`config.mk`:
```
export PLATFORM = sky130hd
export DESIGN_NAME = xaui_controller
export DESIGN_NICKNAME = d
export VERILOG_FILES = /design/src/xaui_pkg.sv /design/src/xaui_reset_stretch.sv /design/src/xaui_tx_encode.sv /design/src/xaui_lane_sync.sv /design/src/xaui_rx_decode.sv /design/src/xaui_link_ctrl.sv /design/src/xaui_controller.sv
export SDC_FILE = /design/constraint.sdc
export NUM_CORES = 1
export LEC_CHECK = 0
export BUFFER_PORTS_ARGS = -buffer_cell sky130_fd_sc_hd__buf_2
export CORE_AREA = 2 2 134 136
export DETAILED_ROUTE_END_ITERATION = 10
export DIE_AREA = 0 0 136 138
export PLACE_DENSITY = 0.66
export SLEW_MARGIN = 0
export SYNTH_ARGS = -nofsm -noshare
export SYNTH_HDL_FRONTEND = slang
export SYNTH_SLANG_ARGS = --single-unit
```
`constraint.sdc`:
```
create_clock -name clk -period 2 [get_ports clk]
set_input_delay 0.6 -clock clk [delete_from_list [all_inputs] [get_ports clk]]
set_output_delay 0.6 -clock clk [all_outputs]
set_load 0.05 [all_outputs]
```
`src/xaui_pkg.sv`:
```
package xaui_pkg;

  localparam int num_lanes  = 4;
  localparam int lane_bytes = 2;                        // bytes per lane per clock
  localparam int word_bytes = num_lanes * lane_bytes;

  // 8b/10b and XGMII character codes
  localparam logic [7:0] char_comma  = 8'hbc;          // K28.5
  localparam logic [7:0] xgmii_idle  = 8'h07;
  localparam logic [7:0] xgmii_error = 8'hfe;
  localparam logic [7:0] xgmii_seq   = 8'h9c;
  localparam logic [7:0] xgmii_start = 8'hfb;
  localparam logic [7:0] xgmii_term  = 8'hfd;

  // local fault ordered set, one 32-bit column, lane 0 in the low byte
  localparam logic [31:0] local_fault_d = {8'h01, 8'h00, 8'h00, xgmii_seq};
  localparam logic [3:0]  local_fault_c = 4'b0001;

  // client side word, one per clock
  typedef struct packed {
    logic [63:0] d;
    logic [7:0]  c;
  } xgmii_word_t;

  // transceiver side word
  typedef struct packed {
    logic [63:0] data;
    logic [7:0]  charisk;
  } mgt_word_t;

  // per byte receive flags from the transceiver
  typedef struct packed {
    logic [7:0] code_valid;
    logic [7:0] code_comma;
  } mgt_rx_flags_t;

  // msb first, presented as link_status[7:0]
  typedef struct packed {
    logic       align_ok;
    logic [3:0] lane_sync;
    logic       rx_fault_latched;
    logic       bufferr_latched;
    logic       rxlock_ok;
  } link_status_t;

endpackage

```
`src/xaui_reset_stretch.sv`:
```
module xaui_reset_stretch import xaui_pkg::*; #(
  parameter int reset_stretch_cycles = 8
) (
  input  logic                 clk,
  input  logic                 mgt_rx_reset_stretch,
  input  logic [num_lanes-1:0] rxbufferr,
  output logic                 tx_reset_active,
  output logic                 rx_reset_active
);

  localparam int cnt_w = $clog2(reset_stretch_cycles + 1);
  localparam logic [cnt_w-1:0] cnt_load = cnt_w'(reset_stretch_cycles);

  logic [cnt_w-1:0] tx_cnt;
  logic [cnt_w-1:0] rx_cnt;

  always_ff @(posedge clk) begin
    if (mgt_rx_reset_stretch) begin
      tx_cnt <= cnt_load;
    end else if (tx_cnt != '0) begin
      tx_cnt <= tx_cnt - 1'b1;
    end
  end

  // a buffer error on any lane restarts the receive side
  always_ff @(posedge clk) begin
    if (mgt_rx_reset_stretch || (rxbufferr != '0)) begin
      rx_cnt <= cnt_load;
    end else if (rx_cnt != '0) begin
      rx_cnt <= rx_cnt - 1'b1;
    end
  end

  assign tx_reset_active = (tx_cnt != '0);
  assign rx_reset_active = (rx_cnt != '0);

endmodule

```
`src/xaui_tx_encode.sv`:
```
module xaui_tx_encode import xaui_pkg::*; (
  input  logic        clk,
  input  logic        mgt_rx_reset_stretch,
  input  logic        tx_reset_active,
  input  xgmii_word_t txd,
  output mgt_word_t   tx_word
);

  mgt_word_t tx_next;

  always_comb begin
    tx_next = '0;
    for (int i = 0; i < word_bytes; i++) begin
      if (txd.c[i] && (txd.d[8*i +: 8] == xgmii_idle)) begin
        // idle goes out as comma so the far end keeps alignment
        tx_next.data[8*i +: 8] = char_comma;
        tx_next.charisk[i]     = 1'b1;
      end else begin
        tx_next.data[8*i +: 8] = txd.d[8*i +: 8];
        tx_next.charisk[i]     = txd.c[i];       // start, term etc keep K set
      end
    end
  end

  always_ff @(posedge clk) begin
    if (mgt_rx_reset_stretch || tx_reset_active) begin
      tx_word.data    <= {word_bytes{char_comma}};  // all commas while in reset
      tx_word.charisk <= '1;
    end else begin
      tx_word <= tx_next;
    end
  end

endmodule

```
`src/xaui_lane_sync.sv`:
```
module xaui_lane_sync import xaui_pkg::*; #(
  parameter int sync_acquire_commas = 4
) (
  input  logic                  clk,
  input  logic                  mgt_rx_reset_stretch,
  input  logic                  rx_reset_active,
  input  logic [lane_bytes-1:0] code_valid,
  input  logic [lane_bytes-1:0] code_comma,
  output logic                  lane_sync
);

  localparam int cnt_w = (sync_acquire_commas > 1) ? $clog2(sync_acquire_commas) : 1;
  localparam logic [cnt_w-1:0] cnt_last = cnt_w'(sync_acquire_commas - 1);

  typedef enum logic {
    st_loss,
    st_sync
  } sync_state_t;

  sync_state_t      state;
  logic [cnt_w-1:0] comma_cnt;
  logic             all_valid;
  logic             valid_comma;

  assign all_valid   = &code_valid;
  assign valid_comma = all_valid && (|code_comma);   // comma on either byte

  always_ff @(posedge clk) begin
    if (mgt_rx_reset_stretch || rx_reset_active) begin
      state     <= st_loss;
      comma_cnt <= '0;
    end else begin
      case (state)
        st_loss: begin
          if (!valid_comma) begin
            comma_cnt <= '0;
          end else if (comma_cnt == cnt_last) begin
            state     <= st_sync;
            comma_cnt <= '0;
          end else begin
            comma_cnt <= comma_cnt + 1'b1;
          end
        end
        default: begin
          comma_cnt <= '0;
          if (!all_valid) state <= st_loss;    // one bad code group is enough
        end
      endcase
    end
  end

  assign lane_sync = (state == st_sync);

endmodule

```
`src/xaui_rx_decode.sv`:
```
module xaui_rx_decode import xaui_pkg::*; (
  input  logic                 clk,
  input  logic                 mgt_rx_reset_stretch,
  input  mgt_word_t            rx_word,
  input  mgt_rx_flags_t        rx_flags,
  input  logic [num_lanes-1:0] lane_sync,
  output xgmii_word_t          rxd
);

  localparam logic [63:0] fault_d = {2{local_fault_d}};
  localparam logic [7:0]  fault_c = {2{local_fault_c}};

  xgmii_word_t decoded;
  xgmii_word_t rxd_next;
  logic        all_sync;

  assign all_sync = &lane_sync;

  // per byte decode, lane i/2 owns byte i
  always_comb begin
    decoded = '0;
    for (int i = 0; i < word_bytes; i++) begin
      if (!rx_flags.code_valid[i]) begin
        decoded.d[8*i +: 8] = xgmii_error;
        decoded.c[i]        = 1'b1;
      end else if (rx_word.charisk[i] && (rx_word.data[8*i +: 8] == char_comma)) begin
        decoded.d[8*i +: 8] = xgmii_idle;
        decoded.c[i]        = 1'b1;
      end else begin
        decoded.d[8*i +: 8] = rx_word.data[8*i +: 8];
        decoded.c[i]        = rx_word.charisk[i];
      end
    end
  end

  always_comb begin
    if (all_sync) begin
      rxd_next = decoded;
    end else begin
      // link not up, tell the client with local fault in both columns
      rxd_next.d = fault_d;
      rxd_next.c = fault_c;
    end
  end

  always_ff @(posedge clk) begin
    if (mgt_rx_reset_stretch) begin
      rxd.d <= fault_d;
      rxd.c <= fault_c;
    end else begin
      rxd <= rxd_next;
    end
  end

endmodule

```
`src/xaui_link_ctrl.sv`:
```
module xaui_link_ctrl import xaui_pkg::*; (
  input  logic                 clk,
  input  logic                 mgt_rx_reset_stretch,
  input  logic                 user_loopback,
  input  logic                 user_powerdown,
  input  logic [num_lanes-1:0] lane_sync,
  input  logic [num_lanes-1:0] rxlock,
  input  logic [num_lanes-1:0] syncok,
  input  logic [num_lanes-1:0] rxbufferr,
  output logic                 mgt_loopback,
  output logic                 mgt_powerdown,
  output logic [num_lanes-1:0] enable_align,
  output logic                 en_chan_sync,
  output link_status_t         status
);

  logic all_sync;

  assign all_sync = &lane_sync;

  // comma alignment only while a lane is hunting
  assign enable_align = ~lane_sync;
  assign en_chan_sync = all_sync;          // bond once every lane has sync

  always_ff @(posedge clk) begin
    if (mgt_rx_reset_stretch) begin
      mgt_loopback  <= 1'b0;
      mgt_powerdown <= 1'b0;
    end else begin
      mgt_loopback  <= user_loopback;
      mgt_powerdown <= user_powerdown;
    end
  end

  always_ff @(posedge clk) begin
    if (mgt_rx_reset_stretch) begin
      status <= '0;
    end else begin
      status.align_ok  <= all_sync && (&syncok);
      status.lane_sync <= lane_sync;
      status.rxlock_ok <= &rxlock;
      // sticky until the next reset
      if (status.align_ok && !all_sync) begin
        status.rx_fault_latched <= 1'b1;
      end
      if (rxbufferr != '0) begin
        status.bufferr_latched <= 1'b1;
      end
    end
  end

endmodule

```
`src/xaui_controller.sv`:
```
module xaui_controller import xaui_pkg::*; #(
  parameter int reset_stretch_cycles = 8,
  parameter int sync_acquire_commas  = 4
) (
  input  logic        clk,
  input  logic        mgt_rx_reset_stretch,
  // transceiver side
  output logic [63:0] mgt_txdata,
  output logic [7:0]  mgt_txcharisk,
  input  logic [63:0] mgt_rxdata,
  input  logic [7:0]  mgt_rxcharisk,
  output logic [3:0]  mgt_enable_align,
  input  logic [7:0]  mgt_code_valid,
  input  logic [7:0]  mgt_code_comma,
  input  logic [3:0]  mgt_rxlock,
  input  logic [3:0]  mgt_rxbufferr,
  input  logic [3:0]  mgt_syncok,
  output logic        mgt_loopback,
  output logic        mgt_en_chan_sync,
  output logic        mgt_powerdown,
  output logic [3:0]  mgt_tx_reset,
  output logic [3:0]  mgt_rx_reset,
  // client side
  output logic [63:0] xgmii_rxd,
  output logic [7:0]  xgmii_rxc,
  input  logic [63:0] xgmii_txd,
  input  logic [7:0]  xgmii_txc,
  input  logic        user_loopback,
  input  logic        user_powerdown,
  output logic [7:0]  link_status
);

  xgmii_word_t          tx_client;
  mgt_word_t            tx_mgt;
  mgt_word_t            rx_mgt;
  mgt_rx_flags_t        rx_flags;
  xgmii_word_t          rx_client;
  link_status_t         status;
  logic [num_lanes-1:0] lane_sync;
  logic                 tx_reset_active;
  logic                 rx_reset_active;

  assign tx_client = '{d: xgmii_txd, c: xgmii_txc};
  assign rx_mgt    = '{data: mgt_rxdata, charisk: mgt_rxcharisk};
  assign rx_flags  = '{code_valid: mgt_code_valid, code_comma: mgt_code_comma};

  assign mgt_txdata    = tx_mgt.data;
  assign mgt_txcharisk = tx_mgt.charisk;
  assign xgmii_rxd     = rx_client.d;
  assign xgmii_rxc     = rx_client.c;
  assign link_status   = status;

  // same reset level on every lane
  assign mgt_tx_reset = {num_lanes{tx_reset_active}};
  assign mgt_rx_reset = {num_lanes{rx_reset_active}};

  xaui_reset_stretch #(
    .reset_stretch_cycles(reset_stretch_cycles)
  ) u_reset_stretch (
    .clk                 (clk),
    .mgt_rx_reset_stretch(mgt_rx_reset_stretch),
    .rxbufferr           (mgt_rxbufferr),
    .tx_reset_active     (tx_reset_active),
    .rx_reset_active     (rx_reset_active)
  );

  xaui_tx_encode u_tx_encode (
    .clk                 (clk),
    .mgt_rx_reset_stretch(mgt_rx_reset_stretch),
    .tx_reset_active     (tx_reset_active),
    .txd                 (tx_client),
    .tx_word             (tx_mgt)
  );

  for (genvar g = 0; g < num_lanes; g++) begin : g_lane
    xaui_lane_sync #(
      .sync_acquire_commas(sync_acquire_commas)
    ) u_lane_sync (
      .clk                 (clk),
      .mgt_rx_reset_stretch(mgt_rx_reset_stretch),
      .rx_reset_active     (rx_reset_active),
      .code_valid          (rx_flags.code_valid[lane_bytes*g +: lane_bytes]),
      .code_comma          (rx_flags.code_comma[lane_bytes*g +: lane_bytes]),
      .lane_sync           (lane_sync[g])
    );
  end

  xaui_rx_decode u_rx_decode (
    .clk                 (clk),
    .mgt_rx_reset_stretch(mgt_rx_reset_stretch),
    .rx_word             (rx_mgt),
    .rx_flags            (rx_flags),
    .lane_sync           (lane_sync),
    .rxd                 (rx_client)
  );

  xaui_link_ctrl u_link_ctrl (
    .clk                 (clk),
    .mgt_rx_reset_stretch(mgt_rx_reset_stretch),
    .user_loopback       (user_loopback),
    .user_powerdown      (user_powerdown),
    .lane_sync           (lane_sync),
    .rxlock              (mgt_rxlock),
    .syncok              (mgt_syncok),
    .rxbufferr           (mgt_rxbufferr),
    .mgt_loopback        (mgt_loopback),
    .mgt_powerdown       (mgt_powerdown),
    .enable_align        (mgt_enable_align),
    .en_chan_sync        (mgt_en_chan_sync),
    .status              (status)
  );

endmodule

```
[Yosys cells after proc, flatten, opt, wreduce, memory -nomap -nowiden]
Index checks and enable logic that the tools add are counted.
W data, S select, Z words.
Storage, ports and cells
  flip-flop bits (word level): 174
  latch bits: 0
  RAM bits: 0
  ROM bits: 0
  input bits: 176
  memories: 0
Cells by class
  add/subtract/negate cells: 6
  $mul: 0
  div/mod/pow operators: 0
  order comparisons: 0
  equal/unequal tests: 20
  shifts and indexed selects: 0
  multiplexer cells: 44
  bitwise operators: 12
  reductions and logical operators: 61
Operators with widths (count)
  $mux W8: 14
  $eq A8 B3 Y1 const B: 8
  $eq A8 B8 Y1 const B: 8
  $mux W1: 28
  $reduce_or A2 Y1: 13
  $reduce_or A4 Y1: 6
  $logic_and A1 B1 Y1: 22
  $reduce_or A3 Y1: 6
  $mux W7: 2
  $reduce_and A4 Y1: 3
  $reduce_bool A4 Y1: 3
  $not A1 Y1: 11
  $add A2 B1 Y2 const B: 4
  $eq A2 B2 Y1 const B: 4
  $reduce_and A2 Y1: 4
  $sub A4 B1 Y4 const B: 2
  $not A4 Y4: 1
  $logic_or A1 B1 Y1: 3
  $logic_not A1 Y1: 1

[Longest topological paths before layout]
Gate-level depths: netlist of run 1.
  depth after elaboration: 4
  mapped depth: 7

[By module]
A second synthesis of run 1 with hierarchy kept.
Unflattened totals
  cell total of the unflattened synthesis: 550
  area, all modules: 6269.8 µm²
Modules (own cells, without submodules)
  xaui_rx_decode: times used 1, cells each 218, area each 2488.6 µm², seq. area each 1441.4 µm²
  xaui_tx_encode: times used 1, cells each 201, area each 2449.8 µm², seq. area each 1441.4 µm²
  xaui_lane_sync: times used 4, cells each 12, area each 135.1 µm², seq. area each 60.1 µm²
  xaui_reset_stretch: times used 1, cells each 43, area each 409.1 µm², seq. area each 160.2 µm²
  xaui_link_ctrl: times used 1, cells each 32, area each 321.6 µm², seq. area each 200.2 µm²
  xaui_controller: times used 1, cells each 8, area each 60.1 µm², seq. area each 0.0 µm²

[Worst setup path before layout of run 1]
No wires, ideal clock.
  kind: register to output
  start: register u_reset_stretch.tx_cnt[0]
  end: output port mgt_tx_reset[0]
  data arrival time: 1.366 ns
  required time: 1.400 ns
  setup slack: 0.034 ns
  cell stages (with the launch flop): 6
  cell sequence: dfxtp_1 inv_1 ha_1 or3b_2 clkbuf_1 buf_4
Between the ends
  word-level cells in the longest chain between the ends: 1
RTL lines
  from (decl): RTL line xaui_reset_stretch.sv:14  | logic [cnt_w-1:0] tx_cnt;
  from (signal assigned): RTL line xaui_reset_stretch.sv:19  | tx_cnt <= cnt_load;
  from (signal assigned): RTL line xaui_reset_stretch.sv:21  | tx_cnt <= tx_cnt - 1'b1;
  $reduce_bool A4 Y1: RTL line xaui_reset_stretch.sv:34  | assign tx_reset_active = (tx_cnt != '0);
  to (decl): RTL line xaui_controller.sv:21  | output logic [3:0] mgt_tx_reset,
Every way passes these cells.

[Worst setup path after layout of run 1]
  start: register u_reset_stretch.rx_cnt[0]
  end: output port mgt_rx_reset[0]
Between the ends
  word-level cells in the longest chain between the ends: 1
RTL lines
  from (decl): RTL line xaui_reset_stretch.sv:15  | logic [cnt_w-1:0] rx_cnt;
  from (signal assigned): RTL line xaui_reset_stretch.sv:28  | rx_cnt <= cnt_load;
  from (signal assigned): RTL line xaui_reset_stretch.sv:30  | rx_cnt <= rx_cnt - 1'b1;
  $reduce_bool A4 Y1: RTL line xaui_reset_stretch.sv:35  | assign rx_reset_active = (rx_cnt != '0);
  to (decl): RTL line xaui_controller.sv:22  | output logic [3:0] mgt_rx_reset,
Every way passes these cells.

==> results list, run 1 <==
- Result of the run: complete, but fails checks
- The checks that failed: negative setup slack.
* Setup slack after layout: -0.166 ns
- The core region is 17500 sq um.
- RSZ-0062 raised after global routing: yes
- A synthesized cell averages 10.6 sq um.
* Worst reg2reg endpoint: u_reset_stretch.tx_cnt[2]$_SDFFE_PP0P_
* Root Buffer Master: clkbuf_16
* Upper clock frequency limit: 462 MHz
- Setup skew after layout: 0.0103 ns
- Total Wirelength: 18500 microns
- Counting every sink on the clock net gives 174.
- Using the TritonRoute via totals, the vias-per-cell ratio works out to 4.70.
* Final-layout setup total negative slack: -1.37 ns
- Summing every instance area after synthesis gives 6030 sq um.
- Buffers placed on the I/O ports in this run total 342.
- By instance count, the leading cell after synthesis is dfxtp_1.
- Maximum count of clock buffers along a single path: 2
- In this run the register-to-register setup slack is -0.06 ns.
* Cell area reported after detailed placement: 8060 sq um
- Area grow syn2layout: 49.1%
* Final Net Count: 1128
- Fraction of power spent switching nets: 0.291
* Routed wire per std cell: 15.6 microns
- Number of nets with antenna violations after detailed routing: 0
- In this run the critical register-to-register path is launched from u_reset_stretch.tx_cnt[1]$_SDFFE_PP0P_.
* Initial DRC count: 153
- The worst hold path terminates at u_tx_encode.tx_word[50]$_SDFF_PP1_.
- Number of standard cells after synthesis: 566
- Crit. End Element: output pin
* Synth top cells by count: dfxtp_1 (174), inv_1 (43), nand2b_1 (38)
- Max FO, Critical Path: 5
- For this run, the register share of the synthesized area comes to 0.578.
- At the worst endpoint, the arrival time is 1.57 ns.
- H-tree lvl count: 4
- Synth warn: 0
* Clock latency reported for the late side of the worst-skew pair: 0.42 ns
- Cell count of the worst reg-to-reg path: 15
- The via count of the first global-routing pass was 5476.
* Total power consumption of the routed design: 8.94 mW
- Fillers: 1645
* Number of max-cap violations: 0
- Number of CTS-inserted buffers: 17
* Worst setup slack before clock tree synthesis: 0.0558 ns
* Die height: 138 microns
* CTS tree: built
- Required time of the worst setup path: 1.40 ns
- Largest voltage drop on the vdd net: 0.551 mV
* Count of final max-slew check failures: 0
- Top-area cell type share of the netlist area: 0.578
* Fraction of registers with async set or reset after synthesis: 0
* Global placer's final weighted congestion: 0.865
- Kind of path behind the tightest hold check: input pin to register
* Drt first pass iters: 5
- Initial core utilization: 0.344
- EDFF count, synth: 0
- From left edge to right edge, the die measures 136 microns.
- The die covers 18800 sq um.
- Part of the total power dissipated in sequential elements: 0.417
- Worst Path Class, Setup: register to output pin
- For this run, the leading register cell type out of synthesis is dfxtp_1.
- Count of cell types in the netlist: 49
* Post-synthesis net count: 750
* Clock input transition at the sequential cells of the worst setup and hold paths: 0.07 ns
- For this run the aggregate overflow at the end of global routing stands at 0.
- After floorplanning, the core was divided into 49 placement rows.
- Setup-violating endpoint count in the final report: 9
- Launching element of the worst setup path: u_reset_stretch.rx_cnt[0]$_SDFFE_PP0P_
- Maximum number of pins on one net before global-route repair: 41
* Final instance area: 8980 sq um
- The final number of hold-violating endpoints was 0.
- Summed over all instances, the cell type with the most area after synthesis is dfxtp_1.
- In this run the power density over the cells is 995 nW/um^2.
- Final worst-path cycle share: 1.08
- Final HPWL from detailed placement: 14300 microns
* Kind of start point of the critical path: register
- At the pin with the least slew margin, the transition time is 0.513 ns.
- Cells on Worst Hold Path: 2
* Antenna violations before repair: 1
- Summed over all cells, the static leakage comes to 4.23 nW.
- Wire length of the first global-routing pass: 27600 microns
* Largest cells by area after synthesis: dfxtp_1 (58%), nand2b_1 (3.9%), a31o_2 (3.6%), inv_1 (2.7%), a41oi_2 (1.9%)
- The synthesized design contains 174 register bits.
* Via count: 5578
* Gr usage total: 0.191
* Share of post-route cells with drive strength above 1: 0.492
* Fin util: 0.512
* Final routed DRC violation total: 0
* Total I/O pin count: 343
- Hold path start: xgmii_txd[42]
- Of the total power, the clock network draws 0.384.
* Hold-fix buffer count after cts: 0
- Internal Pwr Total: 6.34 mW
- Max-slew headroom: 0.655
* Power dissipated by switching net loads: 2.60 mW
- The smallest clock period supported by the final layout is computed as 2.17 ns.
- The share of total power dissipated in combinational logic is 0.200.
==> final cells by class <==
cell class / instances / area, sq um / share of cell area
clock inverter: 13 / 178 / 0.0198
timing repair buffer: 385 / 2150 / 0.239
multi-input combinational: 323 / 2280 / 0.254
clock buffer: 19 / 433 / 0.0482
tap: 229 / 287 / 0.0319
inverter: 43 / 166 / 0.0185
antenna: 1 / 2.50 / 0.000279
sequential: 174 / 3490 / 0.389
==> through the flow <==
step,cells,hold slack [ns]
2_1_floorplan,566,0.405
3_3_place_gp,1132,0.425
3_5_place_dp,1132,0.420
4_1_cts,1182,0.347
5_1_grt,1187,0.348
6_report,1187,0.368
==> state kept, by name, summed over array words and instances, names as in the netlist <==
| register | flops |
|---|---|
| u_rx_decode.rxd | 72 |
| u_tx_encode.tx_word | 72 |
| g_lane.u_lane_sync.comma_cnt | 8 |
| u_link_ctrl.status | 8 |
| g_lane.u_lane_sync.lane_sync | 4 |
| u_reset_stretch.rx_cnt | 4 |
| u_reset_stretch.tx_cnt | 4 |
| u_link_ctrl.mgt_loopback | 1 |
| u_link_ctrl.mgt_powerdown | 1 |
==> metal layers <==
metal | track usage | routed length [microns] | vias up
met2 | 0.339 | 9480 | 263
met1 | 0.200 | 6900 | 2553
li1 | - | - | 2741
met4 | 0.0658 | 300 | 0
met5 | 0 | 0 | -
met3 | 0.0792 | 1830 | 21
==> how the worst max path moves through the flow <==
stage / end / cells past startpoint
6_report: mgt_rx_reset[0] / 4
5_1_grt: mgt_rx_reset[0] / 4
4_1_cts: mgt_rx_reset[3] / 4
3_5_place_dp: g_lane[1].u_lane_sync.comma_cnt[1]$_SDFF_PP0_ / 6
3_3_place_gp: u_tx_encode.tx_word[37]$_SDFF_PP1_ / 4
2_1_floorplan: mgt_tx_reset[0] / 5
==> critical path, stage by stage (launching register included) <==
cell and delay [ns]:
dfxtp_2 0.33, inv_2 0.08, ha_4 0.13, or3b_4 0.44
buf_8 0.18
==> logic make-up (layout without fill, tap and decap cells) <==
| kind of cell | after synthesis | after routing | share of synthesized area |
|---|---|---|---|
| DFF | 174 | 174 | 0.578 |
| muxes | 1 | 1 | 0.00166 |
| buffers and inverters | 69 | 460 | 0.0527 |
| xor gates and xnor gates | 4 | 4 | 0.00582 |
| and+or+nand+nor | 194 | 194 | 0.197 |
| other | 0 | 1 | 0 |
| AOI/OAI and AO/OA | 116 | 116 | 0.148 |
| adders and majority gates | 8 | 8 | 0.0166 |
==> power by group through the flow <==
stage | registers, mW | logic [mW] | clock network (mW)
floorplan | 4.24 | 0.525 | 0
global placement | 3.79 | 1.44 | 0
detailed placement | 3.79 | 1.45 | 0
CTS | 3.72 | 1.71 | 3.51
global route | 3.74 | 1.89 | 3.66
finish | 3.72 | 1.78 | 3.43
==> repair_timing <==
item	in CTS	in global routing
setup buffers	18	5
pin swaps	3	3
gates resized for setup	40	7
endpoints found under the setup margin	9	10
==> cell usage in the layout, fill, tap and decap left out, types with 4 or more instances in the layout <==
| cell | netlist | layout |
|---|---|---|
| clkbuf_16 | 0 | 17 |
| nor2_1 | 27 | 26 |
| and2_1 | 9 | 9 |
| inv_6 | 0 | 4 |
| nand2b_1 | 38 | 38 |
| a21oi_1 | 19 | 19 |
| dfxtp_1 | 174 | 168 |
| nand3_1 | 16 | 16 |
| and4b_1 | 7 | 7 |
| nor4b_1 | 12 | 12 |
| o211a_1 | 7 | 7 |
| nand2_1 | 16 | 16 |
| a31o_2 | 25 | 25 |
| inv_1 | 43 | 39 |
| dfxtp_2 | 0 | 6 |
| o21ai_0 | 7 | 7 |
| o21a_1 | 13 | 13 |
| a31oi_1 | 16 | 16 |
| buf_2 | 5 | 333 |
| o21ai_1 | 6 | 6 |
| a211oi_1 | 4 | 4 |
| nor2b_1 | 17 | 17 |
| or2_2 | 4 | 4 |
| buf_8 | 0 | 8 |
| buf_4 | 8 | 40 |
| ha_1 | 8 | 5 |
| a21o_1 | 6 | 6 |
| a41oi_2 | 7 | 7 |
| nor3b_1 | 6 | 6 |
| nand4_1 | 9 | 9 |
| nor3_1 | 16 | 16 |
Power figures use the tool's default switching activity.
==> inputs of run 2 (changes only) <==
--- a/config.mk
+++ b/config.mk
@@ -5,10 +5,11 @@
 export SDC_FILE = /design/constraint.sdc
 export NUM_CORES = 1
 export LEC_CHECK = 0
+export ABC_AREA = 1
 export BUFFER_PORTS_ARGS = -buffer_cell sky130_fd_sc_hd__buf_2
-export CORE_AREA = 2 2 134 136
+export CORE_AREA = 2 2 133 135
 export DETAILED_ROUTE_END_ITERATION = 10
-export DIE_AREA = 0 0 136 138
+export DIE_AREA = 0 0 135 137
 export PLACE_DENSITY = 0.66
 export SLEW_MARGIN = 0
 export SYNTH_ARGS = -nofsm -noshare
==> run 2 against run 1 <==
  * The run now ends clean
  * Total power down 5.9%
  * Cell count up 9.0%
  * Clock skew about the same
  * Sequential power down 1%
  * Die area down 1.5%
  * Synthesized cell count up 25%
  * Worst setup slack better by 0.25 ns
  * Synthesized area down 0.64%
  * Register-to-register slack better by 0.31 ns
  * Combinational power down 18%
  * Critical path type unchanged
==> results list, run 2 <==
- The overall via count from detail_route came to 5555 (-0.41%).
- Main combinational cell family by area after synthesis: simple AND/OR/NAND/NOR gates
- Final worst-path cycle share: 0.958 (-0.125)
- The total instance count after detailed placement is 1259 (+11%).
- Tracing the worst setup path back leads to its startpoint at u_reset_stretch.rx_cnt[1]$_SDFFE_PP0P_.
* Area grow syn2layout: 43.7%
* Commonest cells after routing, fill and taps aside: buf_2 (333), dfxtp_1 (170), nand2_1 (134), inv_1 (125), nor2_1 (92)
* Kind of start point of the critical path: register
- The count of cell types in the netlist came to 27 (-45%).
- Mean instance size in the synthesized netlist: 8.43 sq um (-21%)
- Top-area cell type share of the netlist area: 0.582 (+0.00375)
- The total clock buffers created by CTS is 17 (unchanged).
- The overflow left after global routing was 0 (unchanged).
- Delay of the slowest critical-path stage: 0.37 ns (-0.07 ns)
- The count of fill cells added during filler insertion came to 1609 (-2.2%).
- The power density over cell area is 977 nW/um^2 (-1.7%).
- The die area is 18500 sq um (-1.5%).
* Clock latency reported for the late side of the worst-skew pair: 0.42 ns (about the same)
* Drt first pass iters: 6 (+1)
* Crit. End Element: output pin
* Final instance area: 8600 sq um (-4.3%)
- Antenna violations before repair: 0 (-1)
- Cell breakdown of the critical path: inv_2, ha_4, nand3_4, buf_8
- Most numerous cell in the Yosys netlist: dfxtp_1
- Leak Pwr: 4.62 nW (+9.0%)
- Worst R2R Start: u_reset_stretch.tx_cnt[1]$_SDFFE_PP0P_
- Area of the multi-input gates: 1870 sq um (-18%)
- Gr usage total: 0.175 (-0.0155)
* Sequential cell area in the final layout: 3490 sq um (about the same)
* Final routed DRC violation total: 0 (unchanged)
- Result of the run: finished, final reports clean
* Total number of placement rows: 48 (-2.0%)
- Worst Path Class, Setup: register to output pin
- The number of H-tree levels came to 4 (unchanged).
* Number of nets with antenna violations after detailed routing: 0 (unchanged)
- The number of diodes added for antenna fixing came to 0 (-1).
- The post-DP HPWL is 13600 microns (-4.4%).
- The I/O pin total is 343 (unchanged).
- Required time of the worst setup path: 1.40 ns (about the same)
* Setup skew after layout: 0.0107 ns (+0.000342 ns)
- The share of layout cells above drive strength 1 is 0.382 (-0.110).
- The synthesized netlist cell count came to 710 (+25%).
* Total number of clock tree sinks: 174 (unchanged)
* Synth top cells by count: dfxtp_1 (174), nand2_1 (134), inv_1 (129)
* RSZ-0062 raised after global routing: no
- The instance area at placement came to 7870 sq um (-2.4%).
- Post-synthesis net count: 894 (+19%)
- The count of routing violations after the opening detailed-route iteration came to 171 (+12%).
* Die height: 137 microns (-0.72%)
* Root Buffer Master: clkbuf_16
- Kind of path behind the tightest hold check: input pin to register
- EDFF count, synth: 0 (unchanged)
- The most used flip-flop cell after synthesis is dfxtp_1.
- The worst hold slack was 0.367 ns (-0.00128 ns).
- The setup slack at placement was 0.257 ns (+0.202 ns).
- The detail-routed net length per standard cell is 13.0 microns (-16%).
- The flip-flop and latch count after synthesis came to 174 (unchanged).
- Upper clock frequency limit: 522 MHz (+13%)
- Transition time of the tightest slew-check pin: 0.412 ns (-0.101 ns)
- The buffer and inverter count on the worst path came to 2 (unchanged).
- The number of buffers inserted for hold repair after clock tree synthesis was 0 (unchanged).
- The placer's final routability congestion estimate is 0.856 (-1.0%).
* Arrival time reported for the critical path endpoint: 1.32 ns (-0.25 ns)
- The simple logic cell fraction of the synthesized area is 0.225 (+0.0278).
- Max-slew headroom: 0.725 (+0.0696)
- The die boundary width came to 135 microns (-0.74%).
- Hold path start: xgmii_txd[52]
- The starting utilization of the core area was 0.351 (+0.00736).
- The number of vias per cell is 4.29 (-8.6%).
* Total Wirelength: 16900 microns (-8.9%)
- Cell with the biggest individual delay on the critical path: dfxtp_1
- The first-pass GRT wire length was 24900 microns (-10%).
- The clock transition at the register clock pins on the worst setup and hold paths after CTS came to 0.07 ns (about the same).
- The via count of the first global-routing pass came to 5167 (-5.6%).
- The final number of hold-violating endpoints came to 0 (unchanged).
* Max FO, Critical Path: 6 (+1)
- The number of synthesis warnings came to 0 (unchanged).
- The highest ir drop seen on vdd was 0.547 mV (-0.68%).
- TritonCTS built the clock tree.
- Port-buffer cells: 342 (unchanged)
- The summed instance area of the synthesized netlist is 5990 sq um (-0.64%).
* Cell family with most CP delay: flip-flops
* Maximum count of clock buffers along a single path: 2 (unchanged)
- Largest cells by area after synthesis: dfxtp_1 (58%), nand2_1 (8.4%), inv_1 (8.1%), nor2_1 (5.8%), a21oi_1 (4.6%)
* Biggest regs: u_rx_decode.rxd: 72 flops, u_tx_encode.tx_word: 72 flops
- Final-layout setup total negative slack: 0 ns (+1.37 ns)
- The synthesized-area fraction occupied by ao, oa, aoi and oai cells was 0.0602 (-0.0881).
* Area share of fa/ha/maj cells after synthesis: 0.0167 (+0.000108)
- The async set or reset register ratio after synthesis came to 0 (unchanged).
- The count of final max-slew check failures was 0 (unchanged).
* Placeable Area: 17100 sq um (-2.7%)
- The xor/xnor cell area share of the yosys netlist came to 0.00439 (-0.00143).
* Number of max-cap violations: 0 (unchanged)
* Portion of netlist area occupied by mux cells: 0 (-0.00166)
* Final cell count without fillers: 1294 (+9.0%)
* Final Net Count: 1240 (+9.9%)
- Maximum number of pins on one net before global-route repair: 34 (-17%)
* Clock period minus final worst setup slack: 1.92 ns (-0.250 ns)
- Sequential-to-total area share from yosys stat: 0.582 (+0.00375)
* Most area-hungry cell type in the Yosys netlist: dfxtp_1
* Setup-violating endpoint count in the final report: 0 (-9)
- The library cell used most frequently in the layout, excluding fill and tap cells, is buf_2.
- Setup slack after layout: 0.0843 ns (+0.250 ns)
[run 2: cell count changes in the layout (fill, tap and decap cells not counted), sizes merged, moves of 12 or more]
cell	delta
inv	+89
nand2	+121
o21a	-13
a31o	-25
nor2b	-17
nor2	+68
nor4b	-14
buf	-36
nand3b	+12
nand2b	-38
a21oi	+39
[run 2: power breakdown]
group | switching (mW) | internal [mW] | total (mW)
Sequential | 0.0464 | 3.63 | 3.67
Clock | 1.41 | 1.86 | 3.28
Combinational | 1.00 | 0.454 | 1.46
[run 2: routing by layer]
metal | part of all wire | up-vias | GRT usage | routed length, microns
li1 | - | 2848 | - | -
met1 | 0.38 | 2444 | 0.183 | 6370
met2 | 0.50 | 248 | 0.316 | 8500
met3 | 0.10 | 15 | 0.0748 | 1760
met4 | 0.013 | 0 | 0.0584 | 221
met5 | 0 | - | 0 | 0
[run 2: cell type report]
type                       count  share of cell area
multi-input combinational    383               0.218
tap                          225              0.0327
inverter                     131              0.0572
clock buffer                  18              0.0499
sequential                   174               0.406
clock inverter                14              0.0179
timing repair buffer         349               0.219
[run 2: path summary, 6_finish.rpt]
kind | to | slack, ns | cells past startpoint
setup / recovery | mgt_rx_reset[1] | 0.08 | 4
hold / removal | u_tx_encode.tx_word[60]$_SDFF_PP1_ | 0.37 | 3
setup reg to reg | u_tx_encode.tx_word[15]$_SDFF_PP1_ | 0.25 | 10
hold reg to reg | g_lane[3].u_lane_sync.comma_cnt[0]$_SDFF_PP0_ | 0.42 | 1
[run 2: kinds of logic after synthesis]
kind of cell,count (synthesis)
xor gates and xnor gates,3
and+or+nand+nor,304
DFF,174
buffers and inverters,153
AOI/OAI and AO/OA,68
adders and majority gates,8
[run 2: worst min-delay path, cell delays in order]
cell and delay [ns]:
buf_2 0.08, inv_1 0.03, nand2_1 0.04
[run 2: timing repair]
action | in CTS | in global routing
gates resized for setup | 28 | 11
gates cloned | 0 | 0
buffers inserted | 2 | 1
pin swaps | 3 | 1
setup endpoints to repair | 9 | 9
[run 2: metrics by stage]
step / total power, mW / util
2_1_floorplan: 4.70 / -
3_5_place_dp: 5.10 / 0.461
3_3_place_gp: 5.09 / 0.461
5_1_grt: 8.75 / 0.504
6_report: 8.41 / 0.504
4_1_cts: 8.45 / 0.502
